**config.mk**
```make
export PLATFORM = sky130hd
export DESIGN_NAME = im2col_top
export DESIGN_NICKNAME = d
export VERILOG_FILES = /design/src/source/im2col_pkg.sv /design/src/source/im2col_top.sv /design/src/source/im2col_dma_loader.sv /design/src/source/im2col_txn_fifo.sv /design/src/source/im2col_param_gen.sv /design/src/source/im2col_regs.sv
export SDC_FILE = /design/constraint.sdc
export NUM_CORES = 2
export LEC_CHECK = 0
export ABC_AREA = 1
export BUFFER_PORTS_ARGS = -buffer_cell sky130_fd_sc_hd__buf_4
export CAP_MARGIN = 20
export CORE_MARGIN = 5
export CORE_UTILIZATION = 45
export DETAILED_ROUTE_END_ITERATION = 10
export GPL_ROUTABILITY_DRIVEN = 0
export HOLD_SLACK_MARGIN = 0.15
export REMOVE_ABC_BUFFERS = 1
export SETUP_SLACK_MARGIN = 0.5
export SYNTH_ARGS = -nofsm -noshare
export SYNTH_HDL_FRONTEND = slang
export SYNTH_SLANG_ARGS = --single-unit
```
**constraint.sdc**
```tcl
create_clock -name clk_i -period 9.5 [get_ports clk_i]
set_clock_uncertainty 0.2 [all_clocks]
set_input_delay 0 -clock clk_i [delete_from_list [all_inputs] [get_ports clk_i]]
set_output_delay 0 -clock clk_i [all_outputs]
set_load 0.01 [all_outputs]
```
**src/source/im2col_pkg.sv**
```systemverilog
// im2col controller shared types, register map and DMA register offsets
package im2col_pkg;

  localparam int unsigned AddrWidth = 32;
  localparam int unsigned DataWidth = 32;
  localparam int unsigned DimWidth  = 16;
  localparam int unsigned PadWidth  = 8;
  localparam int unsigned FifoDepth = 4;

  localparam logic [DataWidth-1:0] ElemBytes = 32'd4;  // 32-bit words only

  localparam logic [AddrWidth-1:0] DmaBase = 32'h0003_0000;

  // DMA channel register offsets
  localparam logic [AddrWidth-1:0] DmaSrcPtrOff    = 32'h00;
  localparam logic [AddrWidth-1:0] DmaDstPtrOff    = 32'h04;
  localparam logic [AddrWidth-1:0] DmaSizeD1Off    = 32'h0C;  // Starts the transfer
  localparam logic [AddrWidth-1:0] DmaSizeD2Off    = 32'h10;
  localparam logic [AddrWidth-1:0] DmaIncSrcD1Off  = 32'h18;
  localparam logic [AddrWidth-1:0] DmaIncSrcD2Off  = 32'h1C;
  localparam logic [AddrWidth-1:0] DmaIncDstD1Off  = 32'h20;
  localparam logic [AddrWidth-1:0] DmaDimOff       = 32'h34;
  localparam logic [AddrWidth-1:0] DmaTopPadOff    = 32'h3C;
  localparam logic [AddrWidth-1:0] DmaBottomPadOff = 32'h40;
  localparam logic [AddrWidth-1:0] DmaRightPadOff  = 32'h44;
  localparam logic [AddrWidth-1:0] DmaLeftPadOff   = 32'h48;

  // APB register map
  localparam logic [AddrWidth-1:0] RegSrcPtr = 32'h00;
  localparam logic [AddrWidth-1:0] RegDstPtr = 32'h04;
  localparam logic [AddrWidth-1:0] RegIw     = 32'h08;
  localparam logic [AddrWidth-1:0] RegIh     = 32'h0C;
  localparam logic [AddrWidth-1:0] RegFw     = 32'h10;
  localparam logic [AddrWidth-1:0] RegFh     = 32'h14;
  localparam logic [AddrWidth-1:0] RegPad    = 32'h18;  // Top, bottom, left, right
  localparam logic [AddrWidth-1:0] RegNumCh  = 32'h20;  // Write starts a run
  localparam logic [AddrWidth-1:0] RegStatus = 32'h24;
  localparam logic [AddrWidth-1:0] RegIfr    = 32'h28;
  localparam logic [AddrWidth-1:0] RegIntEn  = 32'h2C;

  typedef struct packed {
    logic [DataWidth-1:0] src_ptr;
    logic [DataWidth-1:0] dst_ptr;
    logic [DimWidth-1:0]  iw;
    logic [DimWidth-1:0]  ih;
    logic [DimWidth-1:0]  fw;
    logic [DimWidth-1:0]  fh;
    logic [DimWidth-1:0]  num_ch;
    logic [PadWidth-1:0]  pad_top;
    logic [PadWidth-1:0]  pad_bottom;
    logic [PadWidth-1:0]  pad_left;
    logic [PadWidth-1:0]  pad_right;
  } im2col_cfg_t;

  // One DMA transaction, pads counted in elements
  typedef struct packed {
    logic [DataWidth-1:0] src_ptr;
    logic [DataWidth-1:0] dst_ptr;
    logic [DataWidth-1:0] inc_src_d2;
    logic [DimWidth-1:0]  size_d1;
    logic [DimWidth-1:0]  size_d2;
    logic [PadWidth-1:0]  pad_top;
    logic [PadWidth-1:0]  pad_bottom;
    logic [PadWidth-1:0]  pad_left;
    logic [PadWidth-1:0]  pad_right;
  } im2col_txn_t;

  typedef struct packed {
    logic                 req;
    logic [AddrWidth-1:0] addr;
    logic [DataWidth-1:0] wdata;
  } dma_req_t;

  typedef struct packed {
    logic rvalid;
  } dma_rsp_t;

  typedef struct packed {
    logic                 psel;
    logic                 penable;
    logic                 pwrite;
    logic [AddrWidth-1:0] paddr;
    logic [DataWidth-1:0] pwdata;
  } apb_req_t;

  typedef struct packed {
    logic [DataWidth-1:0] prdata;
    logic                 pready;
    logic                 pslverr;
  } apb_rsp_t;

endpackage
```
**src/source/im2col_top.sv**
```systemverilog
// im2col controller top level joining registers, generator, queue and DMA loader
`timescale 1ns/1ps

module im2col_top import im2col_pkg::*; (
  input  logic     clk_i,
  input  logic     rst_ni,
  input  apb_req_t apb_req_i,
  output apb_rsp_t apb_rsp_o,
  output dma_req_t dma_req_o,
  input  dma_rsp_t dma_rsp_i,
  input  logic     dma_done_i,
  output logic     irq_o
);

  im2col_cfg_t cfg;
  logic        start;
  logic        gen_done;
  logic        run_done;
  im2col_txn_t gen_txn;
  logic        gen_valid;
  logic        gen_ready;
  im2col_txn_t fifo_txn;
  logic        fifo_valid;
  logic        fifo_ready;

  im2col_regs u_regs (
    .clk_i,
    .rst_ni,
    .apb_req_i,
    .apb_rsp_o,
    .run_done_i (run_done),
    .cfg_o      (cfg),
    .start_o    (start),
    .irq_o
  );

  im2col_param_gen u_param_gen (
    .clk_i,
    .rst_ni,
    .cfg_i      (cfg),
    .start_i    (start),
    .txn_o      (gen_txn),
    .valid_o    (gen_valid),
    .ready_i    (gen_ready),
    .gen_done_o (gen_done)
  );

  im2col_txn_fifo #(
    .dtype (im2col_txn_t),
    .Depth (FifoDepth)
  ) u_txn_fifo (
    .clk_i,
    .rst_ni,
    .data_i  (gen_txn),
    .valid_i (gen_valid),
    .ready_o (gen_ready),
    .data_o  (fifo_txn),
    .valid_o (fifo_valid),
    .ready_i (fifo_ready)
  );

  im2col_dma_loader u_dma_loader (
    .clk_i,
    .rst_ni,
    .txn_i      (fifo_txn),
    .valid_i    (fifo_valid),
    .ready_o    (fifo_ready),
    .start_i    (start),
    .gen_done_i (gen_done),
    .dma_req_o,
    .dma_rsp_i,
    .dma_done_i,
    .run_done_o (run_done)
  );

endmodule

```
**src/source/im2col_dma_loader.sv**
```systemverilog
// DMA loader writing each transaction into the DMA channel registers and tracking run end
`timescale 1ns/1ps

module im2col_dma_loader import im2col_pkg::*; (
  input  logic        clk_i,
  input  logic        rst_ni,
  input  im2col_txn_t txn_i,
  input  logic        valid_i,
  output logic        ready_o,
  input  logic        start_i,
  input  logic        gen_done_i,
  output dma_req_t    dma_req_o,
  input  dma_rsp_t    dma_rsp_i,
  input  logic        dma_done_i,
  output logic        run_done_o
);

  // Register writes in bus order
  typedef enum logic [3:0] {
    WrDim, WrSrc, WrDst, WrIncSrcD1, WrIncSrcD2, WrIncDstD1, WrSizeD2,
    WrTopPad, WrBottomPad, WrLeftPad, WrRightPad, WrSizeD1
  } step_e;

  typedef enum logic [1:0] {Idle, Request, Gap, WaitDone} state_e;

  state_e               state_q;
  step_e                step_q;
  logic                 first_q;
  logic                 gen_seen_q;
  logic                 write_ack;
  logic [AddrWidth-1:0] offset;
  logic [DataWidth-1:0] wdata;

  assign write_ack = (state_q == Request) && dma_rsp_i.rvalid;

  always_comb begin
    case (step_q)
      WrDim:       offset = DmaDimOff;
      WrSrc:       offset = DmaSrcPtrOff;
      WrDst:       offset = DmaDstPtrOff;
      WrIncSrcD1:  offset = DmaIncSrcD1Off;
      WrIncSrcD2:  offset = DmaIncSrcD2Off;
      WrIncDstD1:  offset = DmaIncDstD1Off;
      WrSizeD2:    offset = DmaSizeD2Off;
      WrTopPad:    offset = DmaTopPadOff;
      WrBottomPad: offset = DmaBottomPadOff;
      WrLeftPad:   offset = DmaLeftPadOff;
      WrRightPad:  offset = DmaRightPadOff;
      default:     offset = DmaSizeD1Off;
    endcase
    case (step_q)
      WrDim:       wdata = DataWidth'(1);  // 2D transfers
      WrSrc:       wdata = txn_i.src_ptr;
      WrDst:       wdata = txn_i.dst_ptr;
      WrIncSrcD2:  wdata = txn_i.inc_src_d2 * ElemBytes;
      WrSizeD2:    wdata = DataWidth'(txn_i.size_d2) * ElemBytes;
      WrTopPad:    wdata = DataWidth'(txn_i.pad_top) * ElemBytes;
      WrBottomPad: wdata = DataWidth'(txn_i.pad_bottom) * ElemBytes;
      WrLeftPad:   wdata = DataWidth'(txn_i.pad_left) * ElemBytes;
      WrRightPad:  wdata = DataWidth'(txn_i.pad_right) * ElemBytes;
      WrSizeD1:    wdata = DataWidth'(txn_i.size_d1) * ElemBytes;
      default:     wdata = ElemBytes;  // Unit increments in d1
    endcase
  end

  always_ff @(posedge clk_i or negedge rst_ni) begin
    if (!rst_ni) begin
      state_q    <= Idle;
      step_q     <= WrSrc;
      first_q    <= 1'b0;
      gen_seen_q <= 1'b0;
    end else begin
      if (start_i) begin
        first_q <= 1'b1;  // Dimensionality once per run
      end else if (write_ack && step_q == WrDim) begin
        first_q <= 1'b0;
      end
      if (start_i || run_done_o) begin
        gen_seen_q <= 1'b0;
      end else if (gen_done_i) begin
        gen_seen_q <= 1'b1;
      end
      case (state_q)
        Idle: begin
          if (valid_i) begin
            state_q <= Request;
            step_q  <= first_q ? WrDim : WrSrc;
          end
        end
        Request: begin
          if (write_ack) begin
            if (step_q == WrSizeD1) begin
              state_q <= WaitDone;
            end else begin
              state_q <= Gap;
              step_q  <= step_e'(step_q + 1'b1);
            end
          end
        end
        Gap:      state_q <= Request;  // req low between writes
        WaitDone: state_q <= dma_done_i ? Idle : WaitDone;
        default:  state_q <= Idle;
      endcase
    end
  end

  assign dma_req_o.req   = (state_q == Request);
  assign dma_req_o.addr  = DmaBase + offset;
  assign dma_req_o.wdata = wdata;

  assign ready_o    = (state_q == WaitDone) && dma_done_i;  // Pop once the DMA is finished
  assign run_done_o = gen_seen_q && (state_q == Idle) && !valid_i;

endmodule

```
**src/source/im2col_txn_fifo.sv**
```systemverilog
// Fall-through circular buffer FIFO with a generic payload type
`timescale 1ns/1ps

module im2col_txn_fifo #(
  parameter type         dtype = logic,
  parameter int unsigned Depth = 2
) (
  input  logic clk_i,
  input  logic rst_ni,
  input  dtype data_i,
  input  logic valid_i,
  output logic ready_o,
  output dtype data_o,
  output logic valid_o,
  input  logic ready_i
);

  dtype                         mem_q [Depth];
  logic [$clog2(Depth)-1:0]     wr_ptr_q;
  logic [$clog2(Depth)-1:0]     rd_ptr_q;
  logic [$clog2(Depth+1)-1:0]   count_q;
  logic                         push;
  logic                         pop;

  assign push    = valid_i && ready_o;
  assign pop     = valid_o && ready_i;
  assign ready_o = (count_q != Depth);
  assign valid_o = (count_q != 0);
  assign data_o  = mem_q[rd_ptr_q];  // Head entry visible without a pop

  always_ff @(posedge clk_i or negedge rst_ni) begin
    if (!rst_ni) begin
      wr_ptr_q <= '0;
      rd_ptr_q <= '0;
      count_q  <= '0;
    end else begin
      if (push) begin
        wr_ptr_q <= (wr_ptr_q == Depth - 1) ? '0 : wr_ptr_q + 1'b1;
      end
      if (pop) begin
        rd_ptr_q <= (rd_ptr_q == Depth - 1) ? '0 : rd_ptr_q + 1'b1;
      end
      case ({push, pop})
        2'b10:   count_q <= count_q + 1'b1;
        2'b01:   count_q <= count_q - 1'b1;
        default: ;
      endcase
    end
  end

  always_ff @(posedge clk_i) begin
    if (push) begin
      mem_q[wr_ptr_q] <= data_i;
    end
  end

endmodule

```
**src/source/im2col_param_gen.sv**
```systemverilog
// im2col parameter generator walking channel and filter offsets into DMA transactions
`timescale 1ns/1ps

module im2col_param_gen import im2col_pkg::*; (
  input  logic        clk_i,
  input  logic        rst_ni,
  input  im2col_cfg_t cfg_i,
  input  logic        start_i,
  output im2col_txn_t txn_o,
  output logic        valid_o,
  input  logic        ready_i,
  output logic        gen_done_o
);

  typedef enum logic [2:0] {
    Idle,
    Offsets,
    Pads,
    Sizes,
    Pointers,
    Push,
    Advance
  } state_e;

  state_e               state_q;
  logic [DimWidth-1:0]  c_q;
  logic [DimWidth-1:0]  h_q;
  logic [DimWidth-1:0]  w_q;
  logic [DimWidth-1:0]  npw_q;
  logic [DimWidth-1:0]  nph_q;
  logic [DimWidth-1:0]  fw_m_w_q;
  logic [DimWidth-1:0]  fh_m_h_q;
  logic [DataWidth-1:0] dst_q;
  logic [DataWidth-1:0] row_q;
  logic [DataWidth-1:0] col_q;
  logic                 last_step;
  im2col_txn_t          txn_q;

  assign last_step = (w_q == cfg_i.fw - 1'b1) && (h_q == cfg_i.fh - 1'b1) &&
                     (c_q == cfg_i.num_ch - 1'b1);

  always_ff @(posedge clk_i or negedge rst_ni) begin
    if (!rst_ni) begin
      state_q <= Idle;
      c_q     <= '0;
      h_q     <= '0;
      w_q     <= '0;
      npw_q   <= '0;
      nph_q   <= '0;
      dst_q   <= '0;
    end else begin
      case (state_q)
        Idle: begin
          if (start_i) begin
            state_q <= Offsets;
            c_q     <= '0;
            h_q     <= '0;
            w_q     <= '0;
            dst_q   <= cfg_i.dst_ptr;
            npw_q   <= cfg_i.iw + DimWidth'(cfg_i.pad_left) + DimWidth'(cfg_i.pad_right) -
                       cfg_i.fw + 1'b1;
            nph_q   <= cfg_i.ih + DimWidth'(cfg_i.pad_top) + DimWidth'(cfg_i.pad_bottom) -
                       cfg_i.fh + 1'b1;
          end
        end
        Offsets:  state_q <= Pads;
        Pads:     state_q <= Sizes;
        Sizes:    state_q <= Pointers;
        Pointers: state_q <= Push;
        Push: begin
          if (ready_i) begin
            state_q <= Advance;  // Held while queue is full
          end
        end
        Advance: begin
          dst_q   <= dst_q + ElemBytes * DataWidth'(npw_q) * DataWidth'(nph_q);
          state_q <= last_step ? Idle : Offsets;
          // w innermost, then h, then c
          if (w_q == cfg_i.fw - 1'b1) begin
            w_q <= '0;
            if (h_q == cfg_i.fh - 1'b1) begin
              h_q <= '0;
              c_q <= c_q + 1'b1;
            end else begin
              h_q <= h_q + 1'b1;
            end
          end else begin
            w_q <= w_q + 1'b1;
          end
        end
        default: state_q <= Idle;
      endcase
    end
  end

  always_ff @(posedge clk_i) begin
    case (state_q)
      Offsets: begin
        fw_m_w_q <= cfg_i.fw - 1'b1 - w_q;
        fh_m_h_q <= cfg_i.fh - 1'b1 - h_q;
      end
      Pads: begin  // Zeros that fall outside the image
        txn_q.pad_left   <= (w_q < DimWidth'(cfg_i.pad_left)) ?
                            cfg_i.pad_left - PadWidth'(w_q) : '0;
        txn_q.pad_right  <= (fw_m_w_q < DimWidth'(cfg_i.pad_right)) ?
                            cfg_i.pad_right - PadWidth'(fw_m_w_q) : '0;
        txn_q.pad_top    <= (h_q < DimWidth'(cfg_i.pad_top)) ?
                            cfg_i.pad_top - PadWidth'(h_q) : '0;
        txn_q.pad_bottom <= (fh_m_h_q < DimWidth'(cfg_i.pad_bottom)) ?
                            cfg_i.pad_bottom - PadWidth'(fh_m_h_q) : '0;
      end
      Sizes: begin
        txn_q.size_d1 <= npw_q - DimWidth'(txn_q.pad_left) - DimWidth'(txn_q.pad_right);
        txn_q.size_d2 <= nph_q - DimWidth'(txn_q.pad_top) - DimWidth'(txn_q.pad_bottom);
        row_q <= DataWidth'(c_q) * DataWidth'(cfg_i.ih) + DataWidth'(h_q) +
                 DataWidth'(txn_q.pad_top) - DataWidth'(cfg_i.pad_top);
        col_q <= DataWidth'(w_q) + DataWidth'(txn_q.pad_left) - DataWidth'(cfg_i.pad_left);
      end
      Pointers: begin
        txn_q.src_ptr    <= cfg_i.src_ptr + ElemBytes * (row_q * DataWidth'(cfg_i.iw) + col_q);
        txn_q.dst_ptr    <= dst_q;
        txn_q.inc_src_d2 <= DataWidth'(cfg_i.iw) - DataWidth'(txn_q.size_d1) + 1'b1;
      end
      default: ;
    endcase
  end

  assign txn_o      = txn_q;
  assign valid_o    = (state_q == Push);
  assign gen_done_o = (state_q == Advance) && last_step;  // After the last push

endmodule

```
**src/source/im2col_regs.sv**
```systemverilog
// im2col APB register block with configuration, start, done status and interrupt flag
`timescale 1ns/1ps

module im2col_regs import im2col_pkg::*; (
  input  logic        clk_i,
  input  logic        rst_ni,
  input  apb_req_t    apb_req_i,
  output apb_rsp_t    apb_rsp_o,
  input  logic        run_done_i,
  output im2col_cfg_t cfg_o,
  output logic        start_o,
  output logic        irq_o
);

  im2col_cfg_t          cfg_q;
  logic                 start_q;
  logic                 done_q;
  logic                 ifr_q;
  logic                 int_en_q;
  logic                 wr_en;
  logic                 rd_en;
  logic [DataWidth-1:0] rdata;

  assign wr_en = apb_req_i.psel && apb_req_i.penable && apb_req_i.pwrite;  // Access phase
  assign rd_en = apb_req_i.psel && apb_req_i.penable && !apb_req_i.pwrite;

  always_ff @(posedge clk_i or negedge rst_ni) begin
    if (!rst_ni) begin
      cfg_q    <= '0;
      start_q  <= 1'b0;
      int_en_q <= 1'b0;
    end else begin
      start_q <= 1'b0;
      if (wr_en) begin
        case (apb_req_i.paddr)
          RegSrcPtr: cfg_q.src_ptr <= apb_req_i.pwdata;
          RegDstPtr: cfg_q.dst_ptr <= apb_req_i.pwdata;
          RegIw:     cfg_q.iw <= apb_req_i.pwdata[DimWidth-1:0];
          RegIh:     cfg_q.ih <= apb_req_i.pwdata[DimWidth-1:0];
          RegFw:     cfg_q.fw <= apb_req_i.pwdata[DimWidth-1:0];
          RegFh:     cfg_q.fh <= apb_req_i.pwdata[DimWidth-1:0];
          RegPad: begin
            cfg_q.pad_top    <= apb_req_i.pwdata[31:24];
            cfg_q.pad_bottom <= apb_req_i.pwdata[23:16];
            cfg_q.pad_left   <= apb_req_i.pwdata[15:8];
            cfg_q.pad_right  <= apb_req_i.pwdata[7:0];
          end
          RegNumCh: begin
            cfg_q.num_ch <= apb_req_i.pwdata[DimWidth-1:0];
            start_q      <= 1'b1;  // Run starts next cycle
          end
          RegIntEn:  int_en_q <= apb_req_i.pwdata[0];
          default: ;
        endcase
      end
    end
  end

  // Done status and interrupt flag
  always_ff @(posedge clk_i or negedge rst_ni) begin
    if (!rst_ni) begin
      done_q <= 1'b0;
      ifr_q  <= 1'b0;
    end else begin
      if (start_q) begin
        done_q <= 1'b0;
      end else if (run_done_i) begin
        done_q <= 1'b1;
      end
      if (run_done_i && int_en_q) begin
        ifr_q <= 1'b1;
      end else if (rd_en && apb_req_i.paddr == RegIfr) begin
        ifr_q <= 1'b0;  // Clear on read
      end
    end
  end

  always_comb begin
    case (apb_req_i.paddr)
      RegSrcPtr: rdata = cfg_q.src_ptr;
      RegDstPtr: rdata = cfg_q.dst_ptr;
      RegIw:     rdata = DataWidth'(cfg_q.iw);
      RegIh:     rdata = DataWidth'(cfg_q.ih);
      RegFw:     rdata = DataWidth'(cfg_q.fw);
      RegFh:     rdata = DataWidth'(cfg_q.fh);
      RegPad:    rdata = {cfg_q.pad_top, cfg_q.pad_bottom, cfg_q.pad_left, cfg_q.pad_right};
      RegNumCh:  rdata = DataWidth'(cfg_q.num_ch);
      RegStatus: rdata = DataWidth'(done_q);
      RegIfr:    rdata = DataWidth'(ifr_q);
      RegIntEn:  rdata = DataWidth'(int_en_q);
      default:   rdata = '0;
    endcase
  end

  assign apb_rsp_o.prdata  = rdata;
  assign apb_rsp_o.pready  = 1'b1;  // No wait states
  assign apb_rsp_o.pslverr = 1'b0;

  assign cfg_o   = cfg_q;
  assign start_o = start_q;
  assign irq_o   = ifr_q;

endmodule

```
After elaboration in Yosys (flattened, before gate mapping)
Memories as Yosys holds them, arrays and structs flattened.
Cells that the tools add are included.

word-level totals
  register bits = 564
  RAM bits = 640
  ROM bits = 80
  bits of input ports = 71
  memories kept = 2

cells by class
  add/subtract/negate cells = 40
  multiply operators = 3
  magnitude comparators = 4
  equality and inequality tests = 43
  mux-type cells = 42
  reduce and logical (&&, ||, !) cells = 46

memories
  name              words  bits a word  read ports  clocked after memory_dff  write ports  line                     source
  u_txn_fifo.mem_q  4      160          1           0                         1            im2col_txn_fifo.sv:18    dtype mem_q [Depth];
  (name not given)  16     5            1           0                         0            im2col_dma_loader.sv:37  case (step_q)

operators by type and width
  operator                                            count
  case mux 32 bit (11 select lines)                   1
  case mux 32 bit (10 select lines)                   1
  == test 32 x 6 -> 1 bit, second input constant      4
  == test 32 x 5 -> 1 bit, second input constant      3
  two-way mux 16 bit                                  6
  case mux 16 bit (2 select lines)                    3
  adder 16 x 1 -> 16 bit, second input constant       5
  adder 16 x 8 -> 16 bit                              4
  adder 32 bit                                        2
  == test 32 x 4 -> 1 bit, second input constant      2
  less-than comparator 16 x 8 -> 1 bit                4
  case mux 32 bit (2 select lines)                    1
  subtractor 16 bit                                   4
  subtractor 16 x 8 -> 16 bit                         4
  == test 16 bit                                      3
  subtractor 16 x 1 -> 16 bit, second input constant  3
  adder 18 x 32 -> 32 bit, first input constant       1
  adder 32 x 1 -> 32 bit, second input constant       1
  adder 32 x 16 -> 32 bit                             1
  adder 32 x 8 -> 32 bit                              1
  == test 32 x 3 -> 1 bit, second input constant      1
  logical NOT 32 bit                                  1
  multiplier 16 x 16 -> 32 bit                        1
  multiplier 32 x 16 -> 30 bit                        1
  43 further kinds                                    120

Depth between registers and ports, before layout
  depth in word-level cells = 7
  mapped depth = 41
  mapped depth without buffers = 39

Hierarchy
A second synthesis with hierarchy kept.

second synthesis, totals
  cell total of the unflattened synthesis = 10403
  area, all modules = 92939.1 sq um

by module, submodules not included
  module             times used  cells an instance  area an instance (sq um)  seq. area each (sq um)
  im2col_param_gen   1           7030               56335.3                   9664.3
  im2col_txn_fifo    1           1925               25575.8                   19393.6
  im2col_regs        1           1029               8908.5                    4504.3
  im2col_dma_loader  1           419                2119.5                    201.4

Worst setup path after synthesis
OpenSTA, ideal clock, no wires.

  kind = register to register
  start = reg u_param_gen.state_q[1]
  end = mem u_txn_fifo.mem_q[0][0] (netlist name), enable pin
  data arrival time = 7578 ps
  data required time = 8622 ps
  slack = 1044 ps
  cell stages (with the launch flop) = 8
  path buffers = 0
  cells stage by stage = dfrtp_1 inv_1 nand2_1 nor2_1 inv_1 nor2_1 inv_1 nor2_1

between the ends
  word-level cells in the longest chain between the ends = 4

RTL lines
  element                                  line                     source
  start: declaration                       im2col_param_gen.sv:25   state_e state_q;
  start signal: assignment                 im2col_param_gen.sv:44   state_q <= Idle;
  start signal: assignment                 im2col_param_gen.sv:55   state_q <= Offsets;
  start signal: assignment                 im2col_param_gen.sv:66   Offsets: state_q <= Pads;
  == test 3 bit                            im2col_param_gen.sv:129  assign valid_o = (state_q == Push);
  logical AND 1 bit                        im2col_txn_fifo.sv:25    assign push = valid_i && ready_o;
  two-way mux 1 bit                        im2col_txn_fifo.sv:52    if (push) begin
  two-way mux 1 bit (implied by the code)  im2col_txn_fifo.sv:53    mem_q[wr_ptr_q] <= data_i;
  end: declaration                         im2col_txn_fifo.sv:18

Every way passes these cells.

Worst setup path in the final report
  start = reg u_param_gen.npw_q[12]
  end = reg u_param_gen.dst_q[31]

between the ends
  word-level cells in the longest chain between the ends = 3

RTL lines
  element                           line                    source
  start: declaration                im2col_param_gen.sv:29  logic [DimWidth-1:0] npw_q;
  start signal: assignment          im2col_param_gen.sv:60  npw_q <= cfg_i.iw + DimWidth'(cfg_i.pad_left) + DimWidth'(cfg_i.pad_right) -
  multiplier 16 x 16 -> 30 bit      im2col_param_gen.sv:76  dst_q <= dst_q + ElemBytes * DataWidth'(npw_q) * DataWidth'(nph_q);
  adder 32 bit                      im2col_param_gen.sv:76
  case mux 32 bit (2 select lines)  im2col_param_gen.sv:52  case (state_q)
  end signal: assignment            im2col_param_gen.sv:59  dst_q <= cfg_i.dst_ptr;
  end signal: assignment            im2col_param_gen.sv:76
  end: declaration                  im2col_param_gen.sv:33  logic [DataWidth-1:0] dst_q;

Every way passes these cells.
A chain may end at the register's enable or synchronous reset.

==> results by group <==
Outcome
  • Result of the run: finished clean

Power and ir drop
  • Worst supply voltage drop on vdd: 226 uV
  • Static Leak: 45.5 nW
  • Final Total Pwr: 13.4 mW
  • Pwr dens: 133 nW/um2

Clock network
  • H-Tree Level Count: 4
  • Root buffer selected by CTS: sky130_fd_sc_hd__clkbuf_16
  • CTS Sinks: 1,180
  • Cts bufs inserted: 135
  • Clock tree from TritonCTS: done
  • Clock slew at the register clock pins of the worst setup and hold paths: 60 ps
  • Post-CTS Repair Setup Buffers: 0
  • Worst-case clock buffer depth: 3
  • Clock latency at the later pin of the worst-skew pair: 800 ps

STA
  • Upper clock frequency limit: 124 MHz
  • Setup Viol. Count Final: 0
  • Number of max-slew violations in the final report: 0
  • Slew at the pin closest to its max-slew limit: 1220 ps
  • Remaining max-slew budget at the tightest pin: 18.8%
  • Final-report hold violation count: 0
  • Fraction of the cycle the final worst path needs: 84.9%
  • Min Clock Period, post-route: 8060 ps
  • Setup repair after global routing missed its margin: false

Yosys
  • Most frequently used flop master after synthesis: sky130_fd_sc_hd__edfxtp_1
  • Synthesized instance count: 10,013
  • Synthesized area: 90,500 um2
  • #FFs+latches synth: 1,180
  • Count of flip-flops with a built-in enable after synthesis: 870
  • Proportion of synthesized chip area in sequential cells: 37.4%
  • Post-Syn Area per Cell: 9.04 um2
  • Mux contribution to synthesized area: 0.0221%
  • Simple-gate portion of the synthesized area: 14.5%
  • Yosys warns: 0
  • Share of flip-flops with an asynchronous set or reset: 26.3%
  • Adder-cell area share of the yosys netlist: 25.5%
  • Fraction of synthesized cell area in xor and xnor cells: 3.15%
  • Dominant combinational cell family by area after synthesis: adder cells
  • Count of cell types in the netlist: 71
  • Area fraction in compound gates after synthesis: 9.20%

Route
  • Detail Route Antenna Nets: 0
  • Total via count in the routed design: 70,361
  • Drt drc: 0
  • Total routed wirelength: 292,000 um
  • DRC violation total after the first TritonRoute iteration: 6,833
  • Average via count per standard cell: 5.46
  • Wire length per cell: 22.6 um
  • First-pass iteration count of the detailed router: 8

Critical path
  • Element type at the critical path end: flip-flop
  • Class of the most critical setup path: reg -> reg
  • Largest fanout on the critical path: 16
  • CP Launch Type: flip-flop
  • Master of the slowest instance on the critical path: sky130_fd_sc_hd__dfrtp_1
  • Critical path's most frequent cell: sky130_fd_sc_hd__nand2_1
  • Endpoint required time on the critical path: 9980 ps
  • Maximum single-stage delay on the critical path: 1000 ps
  • Worst EP arrival: 8540 ps

Global routing
  • GRT Total Usage: 27.6%
  • Number of global-route vias before repair: 69,846
  • Pin count of the biggest net entering global routing: 206
  • First-pass GRT wire length: 438,000 um
  • GRT Residual Overflow: 0
  • Number of antenna violations at the first check in global routing: 18

Cells and area
  • Proportion of layout cells with a drive suffix above 1: 5.50%
  • Final #Nets: 11,558
  • Area growth syn-to-layout: 10.6%
  • Final Instance Area: 100,000 um2

Die
  • Core area: 200,000 um2
  • I/O pin count: 171
  • Initial cell density of the core: 45.3%
  • Die W: 459 um
  • Row count: 164
  • Die footprint: 210,000 um2
  • Die extent in y: 459 um

Run
  • Max capacitance violation total: 0

Placement
  • Post-DP HPWL: 220,000 um
  • Port Buffer Count: 141
  • Placement Cell Area: 94,300 um2

Hold path
  • Hold crit path type: in -> async
==> cell families (layout without fill, tap and decap cells) <==
group | after synthesis | after routing
AND/OR/NAND/NOR | 3262 | 3262
buffers and inverters | 2405 | 2594
AO/OA/AOI/OAI | 1474 | 1474
adder cells (fa/ha/maj) | 1370 | 1370
flip-flops | 1180 | 1180
XOR/XNOR | 318 | 318
other | 2 | 40
multiplexers | 2 | 2
==> report_power, final <==
part	switching (mW)	internal (mW)	total, mW
Sequential	0.0622	5.50	5.57
Clock	2.24	3.20	5.44
Combinational	1.66	0.696	2.35
Total	3.96	9.40	13.4
==> critical path, delay by kind of cell (launching register included) <==
family                     cells  cell delay, ps
adders and majority gates      8            3780
xor gates and xnor gates       1             330
AOI/OAI and AO/OA              7            1270
and+or+nand+nor               11             990
buffers and inverters          5             330
DFF                            1            1000
==> layout make-up <==
cell class | instances | area, um2
Fill cell | 18447 | 99900
Multi-Input combinational cell | 6455 | 47700
Sequential cell | 1180 | 33900
Inverter | 1979 | 7440
Clock buffer | 175 | 3670
Tap cell | 2656 | 3320
Timing Repair Buffer | 366 | 3170
Clock inverter | 74 | 932
Antenna cell | 11 | 27.5
==> per-stage QoR <==
stage	std cells	util, %	setup TNS (ps)	hold slack (ps)	worst slack (ps)
floorplan	9614	-	-14960	-496	-716
global placement	12519	47.1	0	-169	1610
detailed placement	12520	47.1	0	-177	1560
CTS	12883	50.0	0	155	1490
global route	12885	50.0	0	159	927
finish	12896	50.0	0	168	1440
==> path summary, 6_finish.rpt <==
kind                                       start                    end  slack [ps]  cells past startpoint
max                        u_param_gen.npw_q[12]  u_param_gen.dst_q[31]        1440                     32
min                                       rst_ni      u_regs.cfg_o[135]         170                      4
max reg2reg                u_param_gen.npw_q[12]  u_param_gen.dst_q[31]        1440                     32
min reg2reg                       u_regs.start_o          u_regs.done_q         280                      1
max in group asynchronous                 rst_ni     u_param_gen.w_q[9]        7270                      5
min in group clk_i                 apb_req_i[66]         u_regs.start_o         210                      4
==> synthesized netlist by cell type, drive strengths merged (29+ instances only) <==
master | instances | share of area [%]
o21ai | 749 | 4.1
clkbuf | 337 | 1.4
nand3 | 269 | 1.5
dfrtp | 309 | 8.5
nor2 | 736 | 3.1
o31ai | 29 | 0.31
ha | 575 | 7.9
a21oi | 324 | 1.8
edfxtp | 870 | 29
inv | 1976 | 8.2
xor2 | 239 | 2.4
nand2 | 2064 | 8.6
fa | 795 | 18
buf | 89 | 0.53
o22ai | 167 | 1.2
nor3 | 69 | 0.41
xnor2 | 78 | 0.75
nand4 | 60 | 0.41
==> what timing repair did <==
item	in CTS	in global routing
resized for setup	0	0
hold endpoints to repair	439	0
hold buffers	114	0
endpoints found under the setup margin	0	0
==> registers in the layout, indices dropped and copies added (netlist names), 18 cells and up <==
register	cells
u_regs.cfg_o	176
u_txn_fifo.mem_q	632
u_param_gen.row_q	30
u_param_gen.txn_o	158
u_param_gen.dst_q	32
u_param_gen.col_q	18
==> cells in the final DEF (no fill, tap or decap), types with 263 or more instances in the layout <==
master                     count
sky130_fd_sc_hd__inv_1      1957
sky130_fd_sc_hd__a21oi_1     322
sky130_fd_sc_hd__o21ai_0     702
sky130_fd_sc_hd__dfrtp_1     307
sky130_fd_sc_hd__ha_1        575
sky130_fd_sc_hd__nand2_1    2049
sky130_fd_sc_hd__edfxtp_1    870
sky130_fd_sc_hd__nand3_1     263
sky130_fd_sc_hd__fa_1        795
sky130_fd_sc_hd__nor2_1      718
==> per-layer routing <==
layer / wire length [um] / global-route usage [%] / up-vias
li1: - / - / 31915
met1: 117000 / 36.1 / 34782
met2: 133000 / 43.8 / 2987
met3: 23900 / 5.26 / 667
met4: 18500 / 14.8 / 10
met5: 69 / 0 / -
No activity file was read; power rests on OpenSTA's default activity.
